[config.mk]
export PLATFORM = sky130hd
export DESIGN_NAME = lsu_ctrl
export DESIGN_NICKNAME = d
export VERILOG_FILES = /design/src/logic/lsu_pkg.sv /design/src/logic/lsu_ctrl.sv
export VERILOG_INCLUDE_DIRS = /design/src
export SDC_FILE = /design/constraint.sdc
export NUM_CORES = 1
export LEC_CHECK = 0
export ABC_AREA = 1
export BUFFER_PORTS_ARGS = -buffer_cell sky130_fd_sc_hd__buf_2
export CORE_AREA = 3 3 40 42
export DETAILED_ROUTE_END_ITERATION = 8
export DIE_AREA = 0 0 43 45
export GPL_ROUTABILITY_DRIVEN = 0
export SLEW_MARGIN = 40
export SYNTH_ARGS = -nofsm -noshare
export SYNTH_HDL_FRONTEND = slang
export SYNTH_SLANG_ARGS = --single-unit
[constraint.sdc]
create_clock -name clk -period 1.15 [get_ports clk]
set_clock_uncertainty 0.05 [all_clocks]
set_input_delay 0.23 -clock clk [delete_from_list [all_inputs] [get_ports clk]]
set_output_delay 0.23 -clock clk [all_outputs]
set_load 0.02 [all_outputs]
[src/lsu_cfg.svh]
// Sizing macros for the load/store unit, its data TLB and the data RAM
// Include before any package or module that derives a width from them
`ifndef LSU_CFG_SVH
`define LSU_CFG_SVH

// Data and address width
`define LSU_DW 32

// Page offset bits, 256-byte pages
`define LSU_P_PAGE 8

// TLB index bits, 16 direct-mapped entries
`define DTLB_P_SETS 4

// RAM word index bits, 4 KiB of data
`define DRAM_P_WORDS 10

`endif

[src/logic/lsu_pkg.sv]
// Load/store types shared by the LSU control and datapath
// Opcode bus layout, access size and the data, address and mask vectors
`include "lsu_cfg.svh"

package lsu_pkg;

   typedef logic [`LSU_DW-1:0]   data_t;
   typedef logic [`LSU_DW-1:0]   addr_t;   // Virtual or physical
   typedef logic [`LSU_DW/8-1:0] wmsk_t;   // One bit per byte lane

   typedef enum logic [1:0] {
      SIZE_B = 2'd0,
      SIZE_H = 2'd1,
      SIZE_W = 2'd2
   } lsu_size_e;

   // Opcode bus from the issue stage
   typedef logic [4:0] lsu_opc_t;

   localparam int OPC_LOAD     = 0;
   localparam int OPC_STORE    = 1;
   localparam int OPC_SIGN     = 2;   // Sign extend the load result
   localparam int OPC_SIZE_LSB = 3;   // Two size bits from here

endpackage

[src/logic/lsu_ctrl.sv]
// Control of the LSU that decodes the opcode, tracks stage valids and issues RAM accesses
// Sits between the issue stage and the LSU datapath inside ex_lsu
`timescale 1ns/1ps

module lsu_ctrl (
   input  logic               clk,
   input  logic               rst_n,
   input  logic               p_ce_s1,
   input  logic               flush_s1,
   input  logic               ex_valid,
   input  lsu_pkg::lsu_opc_t  opc,
   input  logic               misalign,
   input  logic               tlb_edtm,
   input  logic               tlb_edpf,
   output logic               s0_load,
   output logic               s0_store,
   output logic               s0_sign,
   output lsu_pkg::lsu_size_e s0_size,
   output logic               tlb_req,
   output logic               ram_en,
   output logic               ram_we,
   output logic               lsu_edtm,
   output logic               lsu_edpf,
   output logic               lsu_ealign,
   output logic               lsu_load_valid
);
   import lsu_pkg::*;

   logic s0_valid;
   logic s1_valid;
   logic s1_load;
   logic s1_store;
   logic s1_misalign;
   logic s1_exc;

   assign s0_load  = opc[OPC_LOAD];
   assign s0_store = opc[OPC_STORE];
   assign s0_sign  = opc[OPC_SIGN];
   assign s0_size  = lsu_size_e'(opc[OPC_SIZE_LSB +: 2]);
   assign s0_valid = ex_valid & ~flush_s1 & (s0_load | s0_store);

   // Fire only on ce so a stalled op is not looked up twice
   assign tlb_req = p_ce_s1 & s0_valid;

   always_ff @(posedge clk or negedge rst_n) begin
      if (!rst_n) begin
         s1_valid <= 1'b0;
      end else if (p_ce_s1 | flush_s1) begin
         s1_valid <= s0_valid;   // s0_valid is low during a flush
      end
   end

   always_ff @(posedge clk or negedge rst_n) begin
      if (!rst_n) begin
         s1_load        <= 1'b0;
         s1_store       <= 1'b0;
         s1_misalign    <= 1'b0;
         lsu_load_valid <= 1'b0;
      end else if (p_ce_s1) begin
         s1_load        <= s0_load;
         s1_store       <= s0_store;
         s1_misalign    <= misalign;
         lsu_load_valid <= s1_valid & s1_load & ~s1_exc;
      end
   end

   assign s1_exc = s1_misalign | tlb_edtm | tlb_edpf;

   assign lsu_edtm   = s1_valid & tlb_edtm;
   assign lsu_edpf   = s1_valid & tlb_edpf;
   assign lsu_ealign = s1_valid & s1_misalign;

   // Faulting ops never reach the RAM
   assign ram_en = p_ce_s1 & s1_valid & ~s1_exc;
   assign ram_we = ram_en & s1_store;

   // A flushed stage can neither fault nor reach the RAM
   a_flush_kills_s1: assert property (@(posedge clk) disable iff (!rst_n)
      flush_s1 |=> !(lsu_edtm | lsu_edpf | lsu_ealign | ram_en));

endmodule

Word level (Yosys, flattened, before mapping)
Cells that the tools add are included.
Widths: inputs -> output; s select.

storage, ports and cells
  flip-flop bits (word level) = 5
  input bits = 13
  logic and storage cells = 22

operators by class
  bitwise logic cells = 17

operators by type and width
  cell         number
  $and 1x1->1  11
  $or 1x1->1   4
  $not 1->1    2

Logic depth before layout (Yosys ltp)
  depth in word-level cells = 5
  depth in mapped cells = 4
  gate-level depth less buffers = 4

Worst setup path after synthesis
Ideal clock, no wire load.

  path kind = flip-flop to output port
  start point = register s1_valid
  end point = output port ram_we
  arrival = 786 ps
  setup slack = 84 ps
  stages on the path, launching flop included = 5
  buffers on the path = 0
  cells stage by stage = dfrtp_1 -> inv_2 -> nor2_4 -> nand3_2 -> nor2_2

between the ends
  longest elaborated chain between the ends = 3

ends and longest elaborated chain
  item                      line            text
  start: declaration        lsu_ctrl.sv:30  logic s1_valid;
  start signal: assignment  lsu_ctrl.sv:49  s1_valid <= s0_valid;
  $and 1x1->1 (2 in a row)  lsu_ctrl.sv:74  assign ram_en = p_ce_s1 & s1_valid & ~s1_exc;
  $and 1x1->1               lsu_ctrl.sv:75  assign ram_we = ram_en & s1_store;
  end: declaration          lsu_ctrl.sv:21  output logic ram_we,

No other way between the ends.

Worst setup path after layout
  start point = register s1_misalign
  end point = output port ram_we

between the ends
  longest elaborated chain between the ends = 5

ends and longest elaborated chain
  item                      line            text
  start: declaration        lsu_ctrl.sv:33  logic s1_misalign;
  start signal: assignment  lsu_ctrl.sv:62  s1_misalign <= misalign;
  $or 1x1->1 (2 in a row)   lsu_ctrl.sv:67  assign s1_exc = s1_misalign | tlb_edtm | tlb_edpf;
  $not 1->1                 lsu_ctrl.sv:74
  $and 1x1->1               lsu_ctrl.sv:74
  $and 1x1->1               lsu_ctrl.sv:75

No other way between the ends.

==> impl_metrics.tcl <==
set metrics [dict create \
    outcome "finished, violations left" \
    violations "setup timing" \
    synth_largest_area_cell "dfrtp_1" \
    setup_ws_ps -180 \
    drt-total-wl_um 729 \
    cts_tree "built" \
    rr_endpoint "s1_valid" \
    setup-violations-final 5 \
    yosysSeqAreaShare 0.400 \
    power_per_cell_area_nw_per_um2 1000 \
    max-vdd-ir-drop_v 0.000331 \
    clk_pin_slew_ps 40 \
    drv_cap 0 \
    numPortBuffers 18 \
    ys_ff_latch 5 \
    cts_max_path_buffers 2 \
    synth.avg_cell_area_um2 7.45 \
    final_nets 78 \
    hold_depth 3 \
    crit_path_start_kind "flop" \
    grt_pass1_wl_um 1150 \
    drtAntennaViolNets 0 \
    r2r_cells 4 \
    endpoint_kind "primary output" \
    dieHeight_um 45 \
    p_sw_uw 129 \
    fin_crit_ps 1330 \
    pre_cts_ws_ps 30.1 \
    fin_tns_setup_ps -641 \
    yosys_warnings 0 \
    power.leakage_uw 0.000298 \
    power_frac_clock 0.396 \
    cts.sinks 5 \
    fmax_mhz 752 \
    grt_pass1_vias 321 \
    rsz0062_at_grt "yes" \
    synth_area_um2 313 \
    drive_above_1_share 0.594 \
    drt-initial-drc-count 4 \
    die-area_um2 1940 \
    hold_path_startpoint "misalign" \
    firstDrtPassIters 4 \
    wl_per_cell_um 9.23 \
    cp.arrival_ps 1050 \
    antenna_cells 0 \
    path_max_fanout 2 \
    drcViolationCount 0 \
    pin_count 25 \
    start_util 0.243 \
    grt_max_degree 6 \
    grt_overflow 0 \
    rrSetupSlack_ps 190 \
    critPathLaunch "s1_misalign" \
    r2r_start "s1_valid" \
    report.final.slew_viol_count 0 \
    yosys.area.top_type_share 0.400 \
    htreeDepth 1 \
    rows 13 \
    critPathKind "reg2out" \
    finalHoldViolCount 0 \
    hold_end "s1_misalign" \
    clk_root_buffer_cell "clkbuf_4" \
    grt_usage 0.0826 \
    synthesis.nets 55 \
    synth.area.top_cells "dfrtp_1 (40%), buf_4 (14%), nand2_1 (14%)" \
    fp.coreArea_um2 1280 \
    synthCells 42 \
    insertion_delay_ps 240 \
    dp_hpwl_um 597 \
    relSlewSlack 0.908 \
    power_frac_seq 0.391 \
    switching_share 0.260 \
    pwr-share-comb 0.214 \
    vias_per_cell 4.10 \
    worstPathRequired_ps 870 \
    worst_pin_slew_ps 138 \
    fin_crit_sh 1.16 \
    syn_to_final_growth_pct 59.2 \
    hold_class "in2reg" \
    cts_inserted_buffers 3 \
    p_int_uw 369 \
    die_w_um 43 \
    vias 324 \
    yosysUniqueCellTypes 13 \
    antenna_found_initial 0 \
]
[sequential cells by signal, indices dropped and copies added (netlist names)]
register        flops
s1_valid            1
s1_misalign         1
lsu_load_valid      1
s1_store            1
s1_load             1
[how the worst max path moves through the flow]
stage                     cells after the start  endpoint
after global routing                          4    ram_we
after CTS                                     4    ram_we
after floorplan                               4    ram_we
after global placement                        4    ram_we
after detailed placement                      4    ram_we
final                                         4    ram_we
[worst max-delay path, cell delays in order (launching register included)]
cell,delay (ps)
dfrtp_1,380
nor2_2,120
nand3_2,100
nor2_2,100
buf_6,120
[routing by layer]
metal / global-route usage / share of wire / vias to the layer above / wire length (um)
li1: - / - / 163 / -
met1: 0.0850 / 0.36 / 143 / 263
met2: 0.135 / 0.52 / 16 / 380
met3: 0.0279 / 0.11 / 2 / 79
met4: 0.0723 / 0.0082 / 0 / 6
met5: 0 / 0 / - / 0
[cell usage after synthesis]
cell	number
nand2_1	12
buf_4	6
inv_1	6
dfrtp_1	5
inv_2	2
nand3_1	2
nor2_1	2
nor2_2	2
nand3_2	1
nand4_1	1
nor2_4	1
o21ai_0	1
o21ai_1	1
[placed cells by master, fill, tap and decap left out, drive strengths merged]
cell | netlist | routed
nand3 | 3 | 3
nand4 | 1 | 1
nor2 | 5 | 5
clkbuf | 0 | 4
buf | 6 | 23
o21ai | 2 | 2
dfrtp | 5 | 5
nand2 | 12 | 12
dlygate4sd3 | 0 | 1
inv | 8 | 8
[area by class of cell]
type,count,area (um^2)
Fill cell,141,787
Clock buffer,4,26.3
Inverter,8,30.0
Multi-Input combinational cell,23,125
Tap cell,15,18.8
Sequential cell,5,125
Timing Repair Buffer,24,173
[power by group through the flow]
stage               Sequential [uW]  Combinational, uW  Clock [uW]
floorplan                       197               62.3           0
global placement                197               81.1           0
detailed placement              198               81.4           0
CTS                             195                106         205
global route                    196                118         207
finish                          195                106         197
[stage by stage]
stage	power (uW)	instance area, um^2	util	cells	hold WS, ps
floorplan	260	313	-	42	-116
global placement	278	392	0.305	71	-4.55
detailed placement	279	392	0.305	71	-0.825
CTS	506	489	0.381	79	160
global route	520	498	0.388	79	178
finish	498	498	0.388	79	163
[cells by family after synthesis]
family          Yosys count  share of synthesized area
flops                     5                      0.400
buf+inv                  14                      0.240
compound gates            2                     0.0320
simple gates             21                      0.328
[what timing repair did]
item / in CTS / in global routing
hold buffers: 1 / 0
pin swaps: 1 / 1
endpoints found under the hold margin: 5 / 0
buffers inserted: 3 / 0
endpoints found under the setup margin: 5 / 5
resized for setup: 16 / 2
No activity file was read; power rests on OpenSTA's default activity.
