--- config.mk ---
export PLATFORM = sky130hd
export DESIGN_NAME = lsu_store_align
export DESIGN_NICKNAME = d
export VERILOG_FILES = /design/src/logic/lsu_pkg.sv /design/src/logic/lsu_store_align.sv
export VERILOG_INCLUDE_DIRS = /design/src
export SDC_FILE = /design/constraint.sdc
export NUM_CORES = 1
export LEC_CHECK = 0
export BUFFER_PORTS_ARGS = -buffer_cell sky130_fd_sc_hd__buf_2
export CAP_MARGIN = 20
export CELL_PAD_IN_SITES_DETAIL_PLACEMENT = 0
export CELL_PAD_IN_SITES_GLOBAL_PLACEMENT = 1
export CORE_UTILIZATION = 30
export CTS_CLUSTER_DIAMETER = 150
export DETAILED_ROUTE_END_ITERATION = 7
export PLACE_DENSITY = 0.77
export SLEW_MARGIN = 20
export SYNTH_ARGS = -nofsm -noshare
export SYNTH_HDL_FRONTEND = slang
export SYNTH_SLANG_ARGS = --single-unit
--- constraint.sdc ---
create_clock -name clk -period 1.1 [get_ports clk]
set_input_delay 0.165 -clock clk [delete_from_list [all_inputs] [get_ports clk]]
set_output_delay 0.165 -clock clk [all_outputs]
set_load 0.01 [all_outputs]
--- src/lsu_cfg.svh ---
// Sizing macros for the load/store unit, its data TLB and the data RAM
// Include before any package or module that derives a width from them
`ifndef LSU_CFG_SVH
`define LSU_CFG_SVH

// Data and address width
`define LSU_DW 32

// Page offset bits, 256-byte pages
`define LSU_P_PAGE 8

// TLB index bits, 16 direct-mapped entries
`define DTLB_P_SETS 4

// RAM word index bits, 4 KiB of data
`define DRAM_P_WORDS 10

`endif

--- src/logic/lsu_pkg.sv ---
// Load/store types shared by the LSU control and datapath
// Opcode bus layout, access size and the data, address and mask vectors
`include "lsu_cfg.svh"

package lsu_pkg;

   typedef logic [`LSU_DW-1:0]   data_t;
   typedef logic [`LSU_DW-1:0]   addr_t;   // Virtual or physical
   typedef logic [`LSU_DW/8-1:0] wmsk_t;   // One bit per byte lane

   typedef enum logic [1:0] {
      SIZE_B = 2'd0,
      SIZE_H = 2'd1,
      SIZE_W = 2'd2
   } lsu_size_e;

   // Opcode bus from the issue stage
   typedef logic [4:0] lsu_opc_t;

   localparam int OPC_LOAD     = 0;
   localparam int OPC_STORE    = 1;
   localparam int OPC_SIGN     = 2;   // Sign extend the load result
   localparam int OPC_SIZE_LSB = 3;   // Two size bits from here

endpackage

--- src/logic/lsu_store_align.sv ---
// Store alignment: lane replication, byte write mask and misalignment check
// Data and mask are captured on ce for the RAM write in the access stage
`timescale 1ns/1ps

module lsu_store_align (
   input  logic               clk,
   input  logic               p_ce_s1,
   input  lsu_pkg::lsu_size_e size,
   input  logic               store,
   input  lsu_pkg::addr_t     vaddr,
   input  lsu_pkg::data_t     wdata_in,
   output logic               misalign,
   output lsu_pkg::data_t     s1_wdat,
   output lsu_pkg::wmsk_t     s1_wmsk
);
   import lsu_pkg::*;

   data_t wdat;
   wmsk_t wmsk;

   always_comb begin
      case (size)
         SIZE_B:  wdat = {4{wdata_in[7:0]}};
         SIZE_H:  wdat = {2{wdata_in[15:0]}};
         default: wdat = wdata_in;
      endcase
   end

   // Byte lanes picked by the low address bits
   always_comb begin
      case (size)
         SIZE_B:  wmsk = wmsk_t'(4'b0001 << vaddr[1:0]);
         SIZE_H:  wmsk = vaddr[1] ? 4'b1100 : 4'b0011;
         default: wmsk = 4'b1111;
      endcase
      if (!store) wmsk = '0;   // Loads write nothing
   end

   assign misalign = (size == SIZE_H & vaddr[0]) | (size == SIZE_W & |vaddr[1:0]);

   always_ff @(posedge clk) begin
      if (p_ce_s1) begin
         s1_wdat <= wdat;
         s1_wmsk <= wmsk;
      end
   end

endmodule

Word-level counts from Yosys, hierarchy flattened
Cells that the tools add are included.

word-level totals
  register bits = 36
  logic and storage cells = 13
  input port bits = 69
  output and inout bits = 37

operators by class
  equal/unequal tests = 2
  muxes and demuxes = 3
  bitwise operators = 3
  shift-type cells = 1
  reduce and logical (&&, ||, !) cells = 2

operators by type and width
  operator                                             number
  one-hot mux 32 bit (2 select lines)                  1
  one-hot mux 4 bit (2 select lines)                   1
  two-way mux 4 bit                                    1
  left shift 1 x 2 -> 4 bit, first input constant      1
  AND 1 bit                                            2
  equality test 2 x 1 -> 1 bit, second input constant  1
  equality test 2 bit, second input constant           1
  zero test 2 bit                                      1
  OR reduction 2 bit                                   1
  OR 1 bit                                             1

Longest topological paths before layout
  depth after elaboration = 3
  mapped depth = 3
  depth with buffers taken out = 3

Least setup slack after synthesis
Ideal clock, no wire load.

  path type = input-to-reg
  start point = input size[0]
  end point = register s1_wdat[10], data pin
  arrival = 0.673 ns
  cell stages on the path = 2
  slack = 0.165 ns
  buffers on the path = 0
  data required time = 0.838 ns
  library setup time = 0.262 ns
  path through = nor2_4 > mux2_1

on the way
  word-level cells in the longest chain between the ends = 2
  elaborated cells between the ends (all ways) = 3
  classes of those cells = eq/ne (1); mux (1); reduce/logical (1)

ends and longest elaborated chain
  item                                                                    RTL line               source
  start, declared                                                         lsu_store_align.sv:8   input lsu_pkg::lsu_size_e size,
  equality test 2 x 1 -> 1 bit / zero test 2 bit (equally long branches)  lsu_store_align.sv:22  case (size)
  one-hot mux 32 bit (2 select lines) *                                   lsu_store_align.sv:22
  net wdat[10]                                                            lsu_store_align.sv:18  data_t wdat;
  end signal, assigned                                                    lsu_store_align.sv:43  s1_wdat <= wdat;
  end, declared                                                           lsu_store_align.sv:13  output lsu_pkg::data_t s1_wdat,

The timed path passes the listed nets; every way through them passes the cells marked *.
A chain may end at the register's enable or synchronous reset.

Worst setup path in the final report
  start point = input size[1]
  end point = output misalign

on the way
  word-level cells in the longest chain between the ends = 3
  elaborated cells between the ends (all ways) = 5
  classes of those cells = eq/ne (2); bitwise (3)

ends and longest elaborated chain
  item                                                                        RTL line               source
  equality test 2 x 1 -> 1 bit / equality test 2 bit (equally long branches)  lsu_store_align.sv:39  assign misalign = (size == SIZE_H & vaddr[0]) | (size == SIZE_W & |vaddr[1:0]);
  AND 1 bit                                                                   lsu_store_align.sv:39
  OR 1 bit *                                                                  lsu_store_align.sv:39
  end, declared                                                               lsu_store_align.sv:12  output logic misalign,

Every way passes the cells marked *; elsewhere a longest branch is shown, timed or not.

==> flow_summary.json <==
{
  "synthesis.nets": 164,
  "grt_pass1_vias": 987,
  "hold_viol_final": 0,
  "finalWorstPathRequiredPeriod_ns": 0.990,
  "clock_slew_at_the_register_clock_pins_of_the_worst_setup_and_hold_paths_ns": 0.07,
  "floorplan.die_area_mm2": 0.00538,
  "post_cts_resized": 0,
  "timing.slew.headroom_pct": 86.8,
  "min_from": "wdata_in[6]",
  "synthDistinctLibCells": 16,
  "detailedPlace.worstSlack_ns": -0.0474,
  "pre_repair_dr_iteration_count": 4,
  "drt_first_iter_violations": 41,
  "floorplan.rows": 25,
  "tritoncts": "done",
  "outcome": "finished, final reports clean",
  "holdCritPathClass": "in -> reg",
  "crit_path_start_kind": "input port",
  "cts_hold_buf": 0,
  "grt_usage_pct": 11.9,
  "syn_inst": 95,
  "core-area_mm2": 0.00482,
  "fin_ws_ns": 0.110,
  "syn_area_per_cell_um2": 16.1,
  "grt-ovfl-total": 0,
  "power_density_mw_per_mm2": 1500,
  "io-pin-count": 106,
  "layout-drive-gt1-share_pct": 50.8,
  "insertedDiodeCount": 0,
  "grt_max_degree": 37,
  "vdd.ir_drop.worst_uv": 548,
  "warning_count_from_the_yosys_run": 0,
  "min_to": "s1_wdat[6]",
  "start_util_pct": 31.7,
  "cts_h_tree_depth": 2,
  "yosysSeqAreaShare_pct": 70.8,
  "crit_fanout": 23,
  "die_h_um": 73.4,
  "cts_buffer_depth": 2,
  "place_hpwl_um": 2270,
  "overall_via_count_from_detail_route": 1093,
  "cts-root-buf": "sky130_fd_sc_hd__clkbuf_8",
  "drt_wl_total_um": 3160,
  "die_w_um": 73.4,
  "number_of_remaining_drc_errors": 0,
  "layout.nets": 253,
  "antenna_found_initial": 0,
  "required_time_reported_for_the_critical_path_endpoint_ns": 0.94,
  "postRouteAntennaNets": 0,
  "rsz0062_at_grt": "no",
  "synth-seq-cells": 36,
  "finalWeightedCongestion": 0.651,
  "avgViaCountPerCell": 4.34,
  "critical_path_end_type": "output port",
  "timing_worst_setup_path_type": "in -> out",
  "tritoncts.num_buffers": 5,
  "layout_worst_path_cycle_share_pct": 90.0,
  "io_port_bufs": 75,
  "worst_ep_arrival_time_ns": 0.83,
  "timing_worst_slew_pin_value_ns": 0.197,
  "totalPowerFinal_mw": 3.28,
  "grt_first_pass_wirelength_um": 4660,
  "drv_slew": 0,
  "cts.repair_timing.setup_buffer_count": 0,
  "finish_stage_setup_viols": 0,
  "power_leakage_nw": 0.941,
  "achievable-frequency_mhz": 1010,
  "routed_wire_length_per_instance_um": 12.5,
  "synthesis.area_mm2": 0.00153,
  "count_of_maximum_capacitance_violations": 0,
  "syn2layout_area_growth_pct": 43.1,
  "cts.sink_count": 36,
  "holdPathStages": 1
}
## layer usage
metal	global-route usage, %	vias to the layer above	wire [um]	share of wire [%]
li1	-	535	-	-
met1	14.0	503	1360	43
met2	19.3	49	1480	47
met3	4.39	6	267	8.5
met4	5.13	0	48	1.5
met5	0	-	0	0
## logic make-up (layout without fill, tap and decap cells)
kind of cell	after synthesis	after routing	share of synthesized area (%)
AOI/OAI and AO/OA	14	14	4.91
buffers and inverters	5	95	2.13
DFF	36	36	70.8
muxes	24	24	17.0
and+or+nand+nor	16	16	5.16
## state kept, by name, summed over array words and instances, names as in the netlist
signal,count
s1_wdat,32
s1_wmsk,4
## layout make-up
class	count	area (um2)
fillers	467	2630
flip-flops and latches	36	1080
repair buffers	86	495
multi-input cells	54	414
well taps	67	83.8
clock buffers	6	72.6
clock inverters	2	35.0
inverters	1	3.75
## metrics by stage
step	setup TNS (ns)	utilization, %	instance area (um2)	std cells	hold WS (ns)
finish	0	45.4	2190	252	0.0975
global route	0	45.4	2190	252	0.0922
CTS	0	45.4	2190	252	0.0893
detailed placement	-0.326	43.1	2080	244	0.387
global placement	-0.203	43.1	2080	244	0.385
floorplan	0	-	1530	95	0.264
## critical path, stage by stage
cell                       delay (ns)
sky130_fd_sc_hd__buf_2           0.13
sky130_fd_sc_hd__buf_12          0.16
sky130_fd_sc_hd__nand3b_1        0.16
sky130_fd_sc_hd__o21ai_1         0.07
sky130_fd_sc_hd__buf_2           0.14
## worst max path at each step
stage	endpoint	slack [ns]	depth (start not counted)	start
floorplan	s1_wdat[10]	0.17	2	size[0]
global placement	s1_wdat[10]	-0.03	4	size[0]
detailed placement	s1_wdat[9]	-0.05	4	size[0]
CTS	misalign	0.1	5	size[1]
global route	misalign	0.05	5	size[1]
finish	misalign	0.11	5	size[1]
## cells in the mapped netlist
library cell | count | area, um2
sky130_fd_sc_hd__a21oi_1 | 2 | 10.0
sky130_fd_sc_hd__mux2_1 | 16 | 180
sky130_fd_sc_hd__buf_2 | 2 | 10.0
sky130_fd_sc_hd__nor2_1 | 3 | 11.3
sky130_fd_sc_hd__nor2_4 | 1 | 11.3
sky130_fd_sc_hd__buf_4 | 1 | 7.51
sky130_fd_sc_hd__nand2b_1 | 1 | 6.26
sky130_fd_sc_hd__nand2_1 | 8 | 30.0
sky130_fd_sc_hd__o21a_1 | 2 | 15.0
sky130_fd_sc_hd__inv_1 | 1 | 3.75
sky130_fd_sc_hd__mux2i_1 | 8 | 80.1
sky130_fd_sc_hd__buf_6 | 1 | 11.3
sky130_fd_sc_hd__nand3b_1 | 1 | 7.51
sky130_fd_sc_hd__edfxtp_1 | 36 | 1080
sky130_fd_sc_hd__o21ai_1 | 10 | 50.1
sky130_fd_sc_hd__nor2b_1 | 2 | 12.5
## placed cells by master, fill, tap and decap left out
cell type,netlist,final
sky130_fd_sc_hd__clkbuf_8,0,5
sky130_fd_sc_hd__nor2_4,1,1
sky130_fd_sc_hd__o21ai_1,10,10
sky130_fd_sc_hd__buf_2,2,75
sky130_fd_sc_hd__bufinv_16,0,1
sky130_fd_sc_hd__nand2b_1,1,1
sky130_fd_sc_hd__nor2b_1,2,2
sky130_fd_sc_hd__mux2_1,16,16
sky130_fd_sc_hd__buf_12,0,3
sky130_fd_sc_hd__o21a_1,2,2
sky130_fd_sc_hd__inv_1,1,1
sky130_fd_sc_hd__nand3b_1,1,1
sky130_fd_sc_hd__nand2_1,8,8
sky130_fd_sc_hd__nor2_1,3,3
sky130_fd_sc_hd__clkbuf_1,0,1
sky130_fd_sc_hd__buf_4,1,8
sky130_fd_sc_hd__a21oi_1,2,2
sky130_fd_sc_hd__mux2i_1,8,8
sky130_fd_sc_hd__edfxtp_1,36,36
sky130_fd_sc_hd__clkinv_2,0,1
## power breakdown
group          switching (mW)  total (mW)  internal (mW)
logic                   0.244       0.475          0.231
clock network           0.451        1.12          0.672
registers              0.0252        1.68           1.65
Note: power is estimated with default switching activity, not from simulation.
