`src/lsu_cfg.svh`:
```
// Sizing macros for the load/store unit, its data TLB and the data RAM
// Include before any package or module that derives a width from them
`ifndef LSU_CFG_SVH
`define LSU_CFG_SVH

// Data and address width
`define LSU_DW 32

// Page offset bits, 256-byte pages
`define LSU_P_PAGE 8

// TLB index bits, 16 direct-mapped entries
`define DTLB_P_SETS 4

// RAM word index bits, 4 KiB of data
`define DRAM_P_WORDS 10

`endif

```
`src/logic/lsu_pkg.sv`:
```
// Load/store types shared by the LSU control and datapath
// Opcode bus layout, access size and the data, address and mask vectors
`include "lsu_cfg.svh"

package lsu_pkg;

   typedef logic [`LSU_DW-1:0]   data_t;
   typedef logic [`LSU_DW-1:0]   addr_t;   // Virtual or physical
   typedef logic [`LSU_DW/8-1:0] wmsk_t;   // One bit per byte lane

   typedef enum logic [1:0] {
      SIZE_B = 2'd0,
      SIZE_H = 2'd1,
      SIZE_W = 2'd2
   } lsu_size_e;

   // Opcode bus from the issue stage
   typedef logic [4:0] lsu_opc_t;

   localparam int OPC_LOAD     = 0;
   localparam int OPC_STORE    = 1;
   localparam int OPC_SIGN     = 2;   // Sign extend the load result
   localparam int OPC_SIZE_LSB = 3;   // Two size bits from here

endpackage

```
`src/logic/lsu_load_align.sv`:
```
// Load alignment: carries size, sign and offset to the result stage
// then picks the byte or halfword from the RAM word and extends it
`timescale 1ns/1ps

module lsu_load_align (
   input  logic               clk,
   input  logic               p_ce_s1,
   input  lsu_pkg::lsu_size_e size,
   input  logic               sign,
   input  logic [1:0]         offset,
   input  lsu_pkg::data_t     rdat,
   output lsu_pkg::data_t     dout
);
   import lsu_pkg::*;

   lsu_size_e  s1_size;
   lsu_size_e  s2_size;
   logic       s1_sign;
   logic       s2_sign;
   logic [1:0] s1_off;
   logic [1:0] s2_off;
   logic [7:0]  rd_b;
   logic [15:0] rd_h;

   always_ff @(posedge clk) begin
      if (p_ce_s1) begin
         s1_size <= size;
         s1_sign <= sign;
         s1_off  <= offset;
         s2_size <= s1_size;
         s2_sign <= s1_sign;
         s2_off  <= s1_off;
      end
   end

   assign rd_b = rdat[8*s2_off +: 8];
   assign rd_h = s2_off[1] ? rdat[31:16] : rdat[15:0];

   always_comb begin
      case (s2_size)
         SIZE_B:  dout = {{24{s2_sign & rd_b[7]}}, rd_b};
         SIZE_H:  dout = {{16{s2_sign & rd_h[15]}}, rd_h};
         default: dout = rdat;
      endcase
   end

endmodule

```
`config.mk`:
```
export PLATFORM = sky130hd
export DESIGN_NAME = lsu_load_align
export DESIGN_NICKNAME = d
export VERILOG_FILES = /design/src/logic/lsu_pkg.sv /design/src/logic/lsu_load_align.sv
export VERILOG_INCLUDE_DIRS = /design/src
export SDC_FILE = /design/constraint.sdc
export NUM_CORES = 1
export LEC_CHECK = 0
export BUFFER_PORTS_ARGS = -buffer_cell sky130_fd_sc_hd__clkbuf_2
export CAP_MARGIN = 10
export CORE_UTILIZATION = 42
export DETAILED_ROUTE_END_ITERATION = 7
export GPL_TIMING_DRIVEN = 0
export PLACE_DENSITY = 0.92
export SKIP_CTS_REPAIR_TIMING = 1
export SLEW_MARGIN = 30
export SYNTH_ARGS = -nofsm -noshare
export SYNTH_HDL_FRONTEND = slang
export SYNTH_SLANG_ARGS = --single-unit
export TNS_END_PERCENT = 50
```
`constraint.sdc`:
```
create_clock -name clk -period 2.05 [get_ports clk]
set_clock_uncertainty 0.2 [all_clocks]
set_input_delay 0.41 -clock clk [delete_from_list [all_inputs] [get_ports clk]]
set_output_delay 0.41 -clock clk [all_outputs]
set_load 0.02 [all_outputs]
```
-- Word level (Yosys, flattened, before mapping)
Index checks and enable logic that the tools add are counted.
Widths: inputs -> output; s select.
- mux-type cells: 2
- equality and inequality tests: 1
- bitwise operators: 2
- reductions and logical operators: 1
- shift-type cells: 1
- operators with widths (kind ; count):
    $pmux 32 s2 ; 1
    $shiftx 32x6->8 ; 1
    $mux 16 ; 1
    $and 1x1->1 ; 2
    $eq 2x1->1 const B ; 1
    $logic_not 2->1 ; 1
- register bits: 10
- output and inout bits: 32
- input bits: 39
- logic and storage cells: 13

-- Depth between registers and ports, before layout
- depth in word-level cells: 3
- gate-level depth with buffers: 5
- mapped depth without buffers: 3

-- Worst setup path before layout
OpenSTA, ideal clock, no wires.
- path type: reg-to-output
- start point: register s2_size[0]
- end point: output dout[1]
- path buffers: 1
- stages on the path, launching flop included: 5
- data arrival time: 1595 ps
- data required time: 1440 ps
- path slack: -155 ps
- cells stage by stage: edfxtp_1 -> nand2b_1 -> clkbuf_1 -> a211oi_1 -> nor4_1
- longest elaborated chain between the ends: 2
- elaborated cells between the ends (all ways): 3
- classes of those cells: eq/ne: 1; mux: 1; reduce/logical: 1
- RTL lines (item ; line ; source):
    from (decl) ; lsu_load_align.sv:17 ; lsu_size_e s2_size;
    from (signal assigned) ; lsu_load_align.sv:30 ; s2_size <= s1_size;
    $eq 2x1->1 / $logic_not 2->1 (equally long branches) ; lsu_load_align.sv:40 ; case (s2_size)
    $pmux 32 s2 * ; lsu_load_align.sv:40 ;
    to (decl) ; lsu_load_align.sv:12 ; output lsu_pkg::data_t dout
Mark *: on every way between the ends. The rest lies on a longest branch, timed or not.

-- Worst setup path in the final report
- start point: register s2_off[1]
- end point: output dout[15]
- longest elaborated chain between the ends: 3
- elaborated cells between the ends (all ways): 4
- classes of those cells: shift: 1; mux: 2; bitwise: 1
- RTL lines (item ; line ; source):
    from (decl) ; lsu_load_align.sv:21 ; logic [1:0] s2_off;
    from (signal assigned) ; lsu_load_align.sv:32 ; s2_off <= s1_off;
    $shiftx 32x6->8 ; lsu_load_align.sv:36 ; assign rd_b = rdat[8*s2_off +: 8];
    $and 1x1->1 ; lsu_load_align.sv:41 ; SIZE_B: dout = {{24{s2_sign & rd_b[7]}}, rd_b};
    $pmux 32 s2 * ; lsu_load_align.sv:40 ;
Marks and branches as above.

==> results_tabular.tex <==
\begin{tabular}{lr}
\hline
Metric & Value \\
\hline
\multicolumn{2}{l}{\textbf{Synth}} \\
Post-synthesis net count & about 160 \\
Register area share after synthesis & between 20 and 30\% \\
Top cells by area, synth & sky130\_fd\_sc\_hd\_\_edfxtp\_1, sky130\_fd\_sc\_hd\_\_a221o\_1, sky130\_fd\_sc\_hd\_\_nand2\_1, sky130\_fd\_sc\_hd\_\_mux2\_2, sky130\_fd\_sc\_hd\_\_o21ai\_1 \\
Synthesized instance count & 123 \\
Number of distinct library cell variants in the gate-level netlist after synthesis & 29 \\
Cell area after synthesis & between 1000 and 1500 µm² \\
Flip-flop and latch count after synthesis & 10 \\
Top cell type's share of synthesized area & between 20\% and 30\% \\
Cell taking the most area after synthesis & sky130\_fd\_sc\_hd\_\_edfxtp\_1 \\
Number of warning messages in the yosys log & 0 \\
Mean area per synthesized cell & roughly 8.6 µm² \\
\multicolumn{2}{l}{\textbf{Place}} \\
GPL Wtd Cong & around 0.84 \\
Placed Cells & between 200 and 250 \\
Half-perimeter wire length after detailed placement & between 2000 and 3000 µm \\
Buffers added on ports & 70 \\
\multicolumn{2}{l}{\textbf{Die}} \\
Die Y-Extent & around 52 µm \\
Placeable Area & roughly 2300 µm² \\
Die Span X & approximately 52 µm \\
Effective utilization at floorplan & roughly 46\% \\
IO Count & 71 \\
Site row count & 17 \\
Floorplan die area & 2716 µm² \\
\multicolumn{2}{l}{\textbf{Worst setup path}} \\
Critical Path Sink Type & output port \\
Required time of the critical path & about 1.4 ns \\
Startpoint type of the worst setup path & flip-flop \\
CP bufs+invs & 2 \\
Chain of cells forming the critical path & buf\_6, mux4\_2, or3b\_4, o211ai\_1, buf\_4 \\
Critical Setup Path Class & flip-flop to output port \\
Top delay family on crit path & simple AND/OR/NAND/NOR gates \\
Crit path arrival time & approximately 1.9 ns \\
Cell with the largest stage delay on the worst path & sky130\_fd\_sc\_hd\_\_or3b\_4 \\
Critical path peak fanout & 8 \\
Delay of the slowest critical-path stage & 0.41 ns \\
\multicolumn{2}{l}{\textbf{Detailed routing}} \\
Count of unresolved DRC violations after routing & 0 \\
Via count of the routed design & 1,325 \\
Antenna-violating nets left & 0 \\
Wire length on met3 & $\sim$280 µm \\
Uppermost layer routed & met4 \\
Drt total wl & 3310 µm \\
Sum of met2 wire segment lengths after detailed routing & about 1700 µm \\
Mean routed wirelength per cell & between 10 and 15 µm \\
Routed vias/inst & 5.736 \\
Number of iterations in the first detailed-routing pass & 5 \\
Routed length on met1 & roughly 1300 µm \\
DR iter-0 viols & between 40 and 50 \\
\multicolumn{2}{l}{\textbf{Outcome}} \\
Run status & finished, violations left \\
Violations in the final reports & setup timing \\
\multicolumn{2}{l}{\textbf{Power and ir drop}} \\
Maximum ir drop on the vdd rail & about 0.5 mV \\
Static power due to leakage & around 0.76 nW \\
Pwr per Cell Area & $\sim$510 nW/µm² \\
\multicolumn{2}{l}{\textbf{STA}} \\
Final critical-path share of the clock period & 120.8\% \\
Transition time at the pin with the least slew margin & around 0.39 ns \\
Final critical delay including setup and external delays & around 2.5 ns \\
Final number of hold-violating endpoints & 0 \\
Number of max-slew violations in the final report & 0 \\
RSZ-0062 raised after global routing & true \\
Final Hold Slack & around 0.13 ns \\
Slack of the critical path & -0.4274 ns \\
Max Fclk & about 400 MHz \\
Worst slew margin & between 70\% and 80\% \\
Final setup violation count & 32 \\
\multicolumn{2}{l}{\textbf{Cells and area}} \\
\# fillers & 200 \\
Nets@finish & roughly 240 \\
Number of cells in the finished layout apart from fillers & about 230 \\
Proportion of layout cells with a drive suffix above 1 & a little over half \\
Area Overhead vs Synth & 53.03\% \\
Final standard cell utilization of the core & a little over two thirds \\
Diode insertion count for antenna repair & 0 \\
\multicolumn{2}{l}{\textbf{Clock tree}} \\
Clock-pin slew on the worst setup and hold paths & about 0.06 ns \\
Number of clock sinks seen by CTS & 10 \\
Clock Path Buffers & 2 \\
Clock root cell & sky130\_fd\_sc\_hd\_\_clkbuf\_4 \\
Deepest level of the CTS H-tree & 1 \\
CTS tree & yes \\
Source-to-sink clock delay at the later pin of the worst-skew pair & between 0.2 and 0.3 ns \\
CTS Buf Count & 3 \\
\multicolumn{2}{l}{\textbf{Min path}} \\
Hold Crit Class & primary input to flip-flop \\
\multicolumn{2}{l}{\textbf{Global routing}} \\
Largest net degree at the start of global routing & 11 \\
Global-route wire length before repair & 4719 µm \\
Number of global-route vias before repair & 1,116 \\
Number of antenna violations at the first check in global routing & 0 \\
GRT Resource Usage Total & 23.40\% \\
Congestion Overflow GR & 0 \\
\multicolumn{2}{l}{\textbf{Flow run}} \\
Number of maximum-capacitance constraint violations & 0 \\
\hline
\end{tabular}
==> cells in the final DEF (no fill, tap or decap), types with 2 or more instances in the layout <==
| master | n |
|---|---|
| sky130_fd_sc_hd__a211oi_1 | 3 |
| sky130_fd_sc_hd__a221o_1 | 8 |
| sky130_fd_sc_hd__a22o_1 | 4 |
| sky130_fd_sc_hd__a32oi_1 | 3 |
| sky130_fd_sc_hd__and3b_1 | 3 |
| sky130_fd_sc_hd__buf_2 | 19 |
| sky130_fd_sc_hd__buf_4 | 9 |
| sky130_fd_sc_hd__buf_6 | 8 |
| sky130_fd_sc_hd__clkbuf_1 | 2 |
| sky130_fd_sc_hd__clkbuf_2 | 50 |
| sky130_fd_sc_hd__clkbuf_4 | 3 |
| sky130_fd_sc_hd__clkinv_1 | 2 |
| sky130_fd_sc_hd__edfxtp_1 | 10 |
| sky130_fd_sc_hd__mux2_2 | 6 |
| sky130_fd_sc_hd__nand2_1 | 21 |
| sky130_fd_sc_hd__nand3_1 | 2 |
| sky130_fd_sc_hd__nor2b_1 | 6 |
| sky130_fd_sc_hd__nor3_1 | 3 |
| sky130_fd_sc_hd__nor4_1 | 3 |
| sky130_fd_sc_hd__nor4_2 | 3 |
| sky130_fd_sc_hd__nor4b_1 | 3 |
| sky130_fd_sc_hd__o21ai_0 | 6 |
| sky130_fd_sc_hd__o21ai_1 | 12 |
==> worst paths after layout <==
check / from / end / slack (ns) / depth (start not counted)
min: offset[0] / s1_off[0] / 0.13 / 1
max reg2reg: s1_size[0] / s2_size[0] / 1.23 / 0
min reg2reg: s1_sign / s2_sign / 0.22 / 0
max: s2_off[1] / dout[15] / -0.43 / 5
==> state kept, by name, indices dropped and copies added, names as in the netlist <==
register / count
s1_off: 2
s1_sign: 1
s1_size: 2
s2_off: 2
s2_sign: 1
s2_size: 2
==> metrics by stage <==
step	setup slack, ns	power (W)	TNS (ns)	cell area, µm²
floorplan	-0.01410	0.0005080	-0.02365	1075
global placement	-0.1689	0.0006447	-3.119	1460
detailed placement	-0.1822	0.0006530	-3.799	1460
CTS	-0.4613	0.0007833	-12.76	1486
global route	-0.4925	0.0008777	-12.64	1614
finish	-0.4274	0.0008285	-9.878	1614
==> power breakdown <==
group / internal (W) / total [W] / switching (W) / leakage [nW]
Sequential: 0.000243 / 0.000252 / 0.00000864 / 0.0979
Clock: 0.0000698 / 0.000127 / 0.0000570 / 0.0154
Combinational: 0.000197 / 0.000450 / 0.000253 / 0.648
Total: 0.000510 / 0.000828 / 0.000318 / 0.761
==> logic make-up after synthesis <==
logic type / after synthesis / synth area share (%)
flops: 10 / 28.47
buf+inv: 13 / 6.405
simple gates: 53 / 28.83
compound gates: 38 / 25.51
mux: 9 / 10.79
==> cell usage after synthesis (all sizes together) <==
cell    instances
nand3           3
buf             3
nor2b           6
a21o            1
and3b           3
edfxtp         10
mux4            1
mux2            6
nor4            6
nor2            2
a22o            4
mux2i           2
o211ai          1
or3b            1
clkinv          1
or2b            1
nor3b           1
nand2b          2
clkbuf          9
a32oi           3
a211oi          3
o21ai          18
a221o           8
nor4b           4
nor3            3
nand2          21
==> area by class of cell <==
cell class | count | area [µm²] | share of cell area [%]
flip-flops and latches | 10 | 300.3 | 18.60
plain buffers | 11 | 73.82 | 4.574
inverters | 1 | 3.754 | 0.2326
multi-input cells | 100 | 738.2 | 45.74
clock buffers | 3 | 22.52 | 1.395
clock inverters | 1 | 3.754 | 0.2326
repair buffers | 77 | 436.7 | 27.05
well taps | 28 | 35.03 | 2.171
==> routing by layer <==
metal  vias up  GRT usage, %
li1        642             -
met1       615         25.63
met2        66         44.66
met3         2         3.801
met4         0         7.658
met5         -             0
Power figures use the tool's default switching activity.
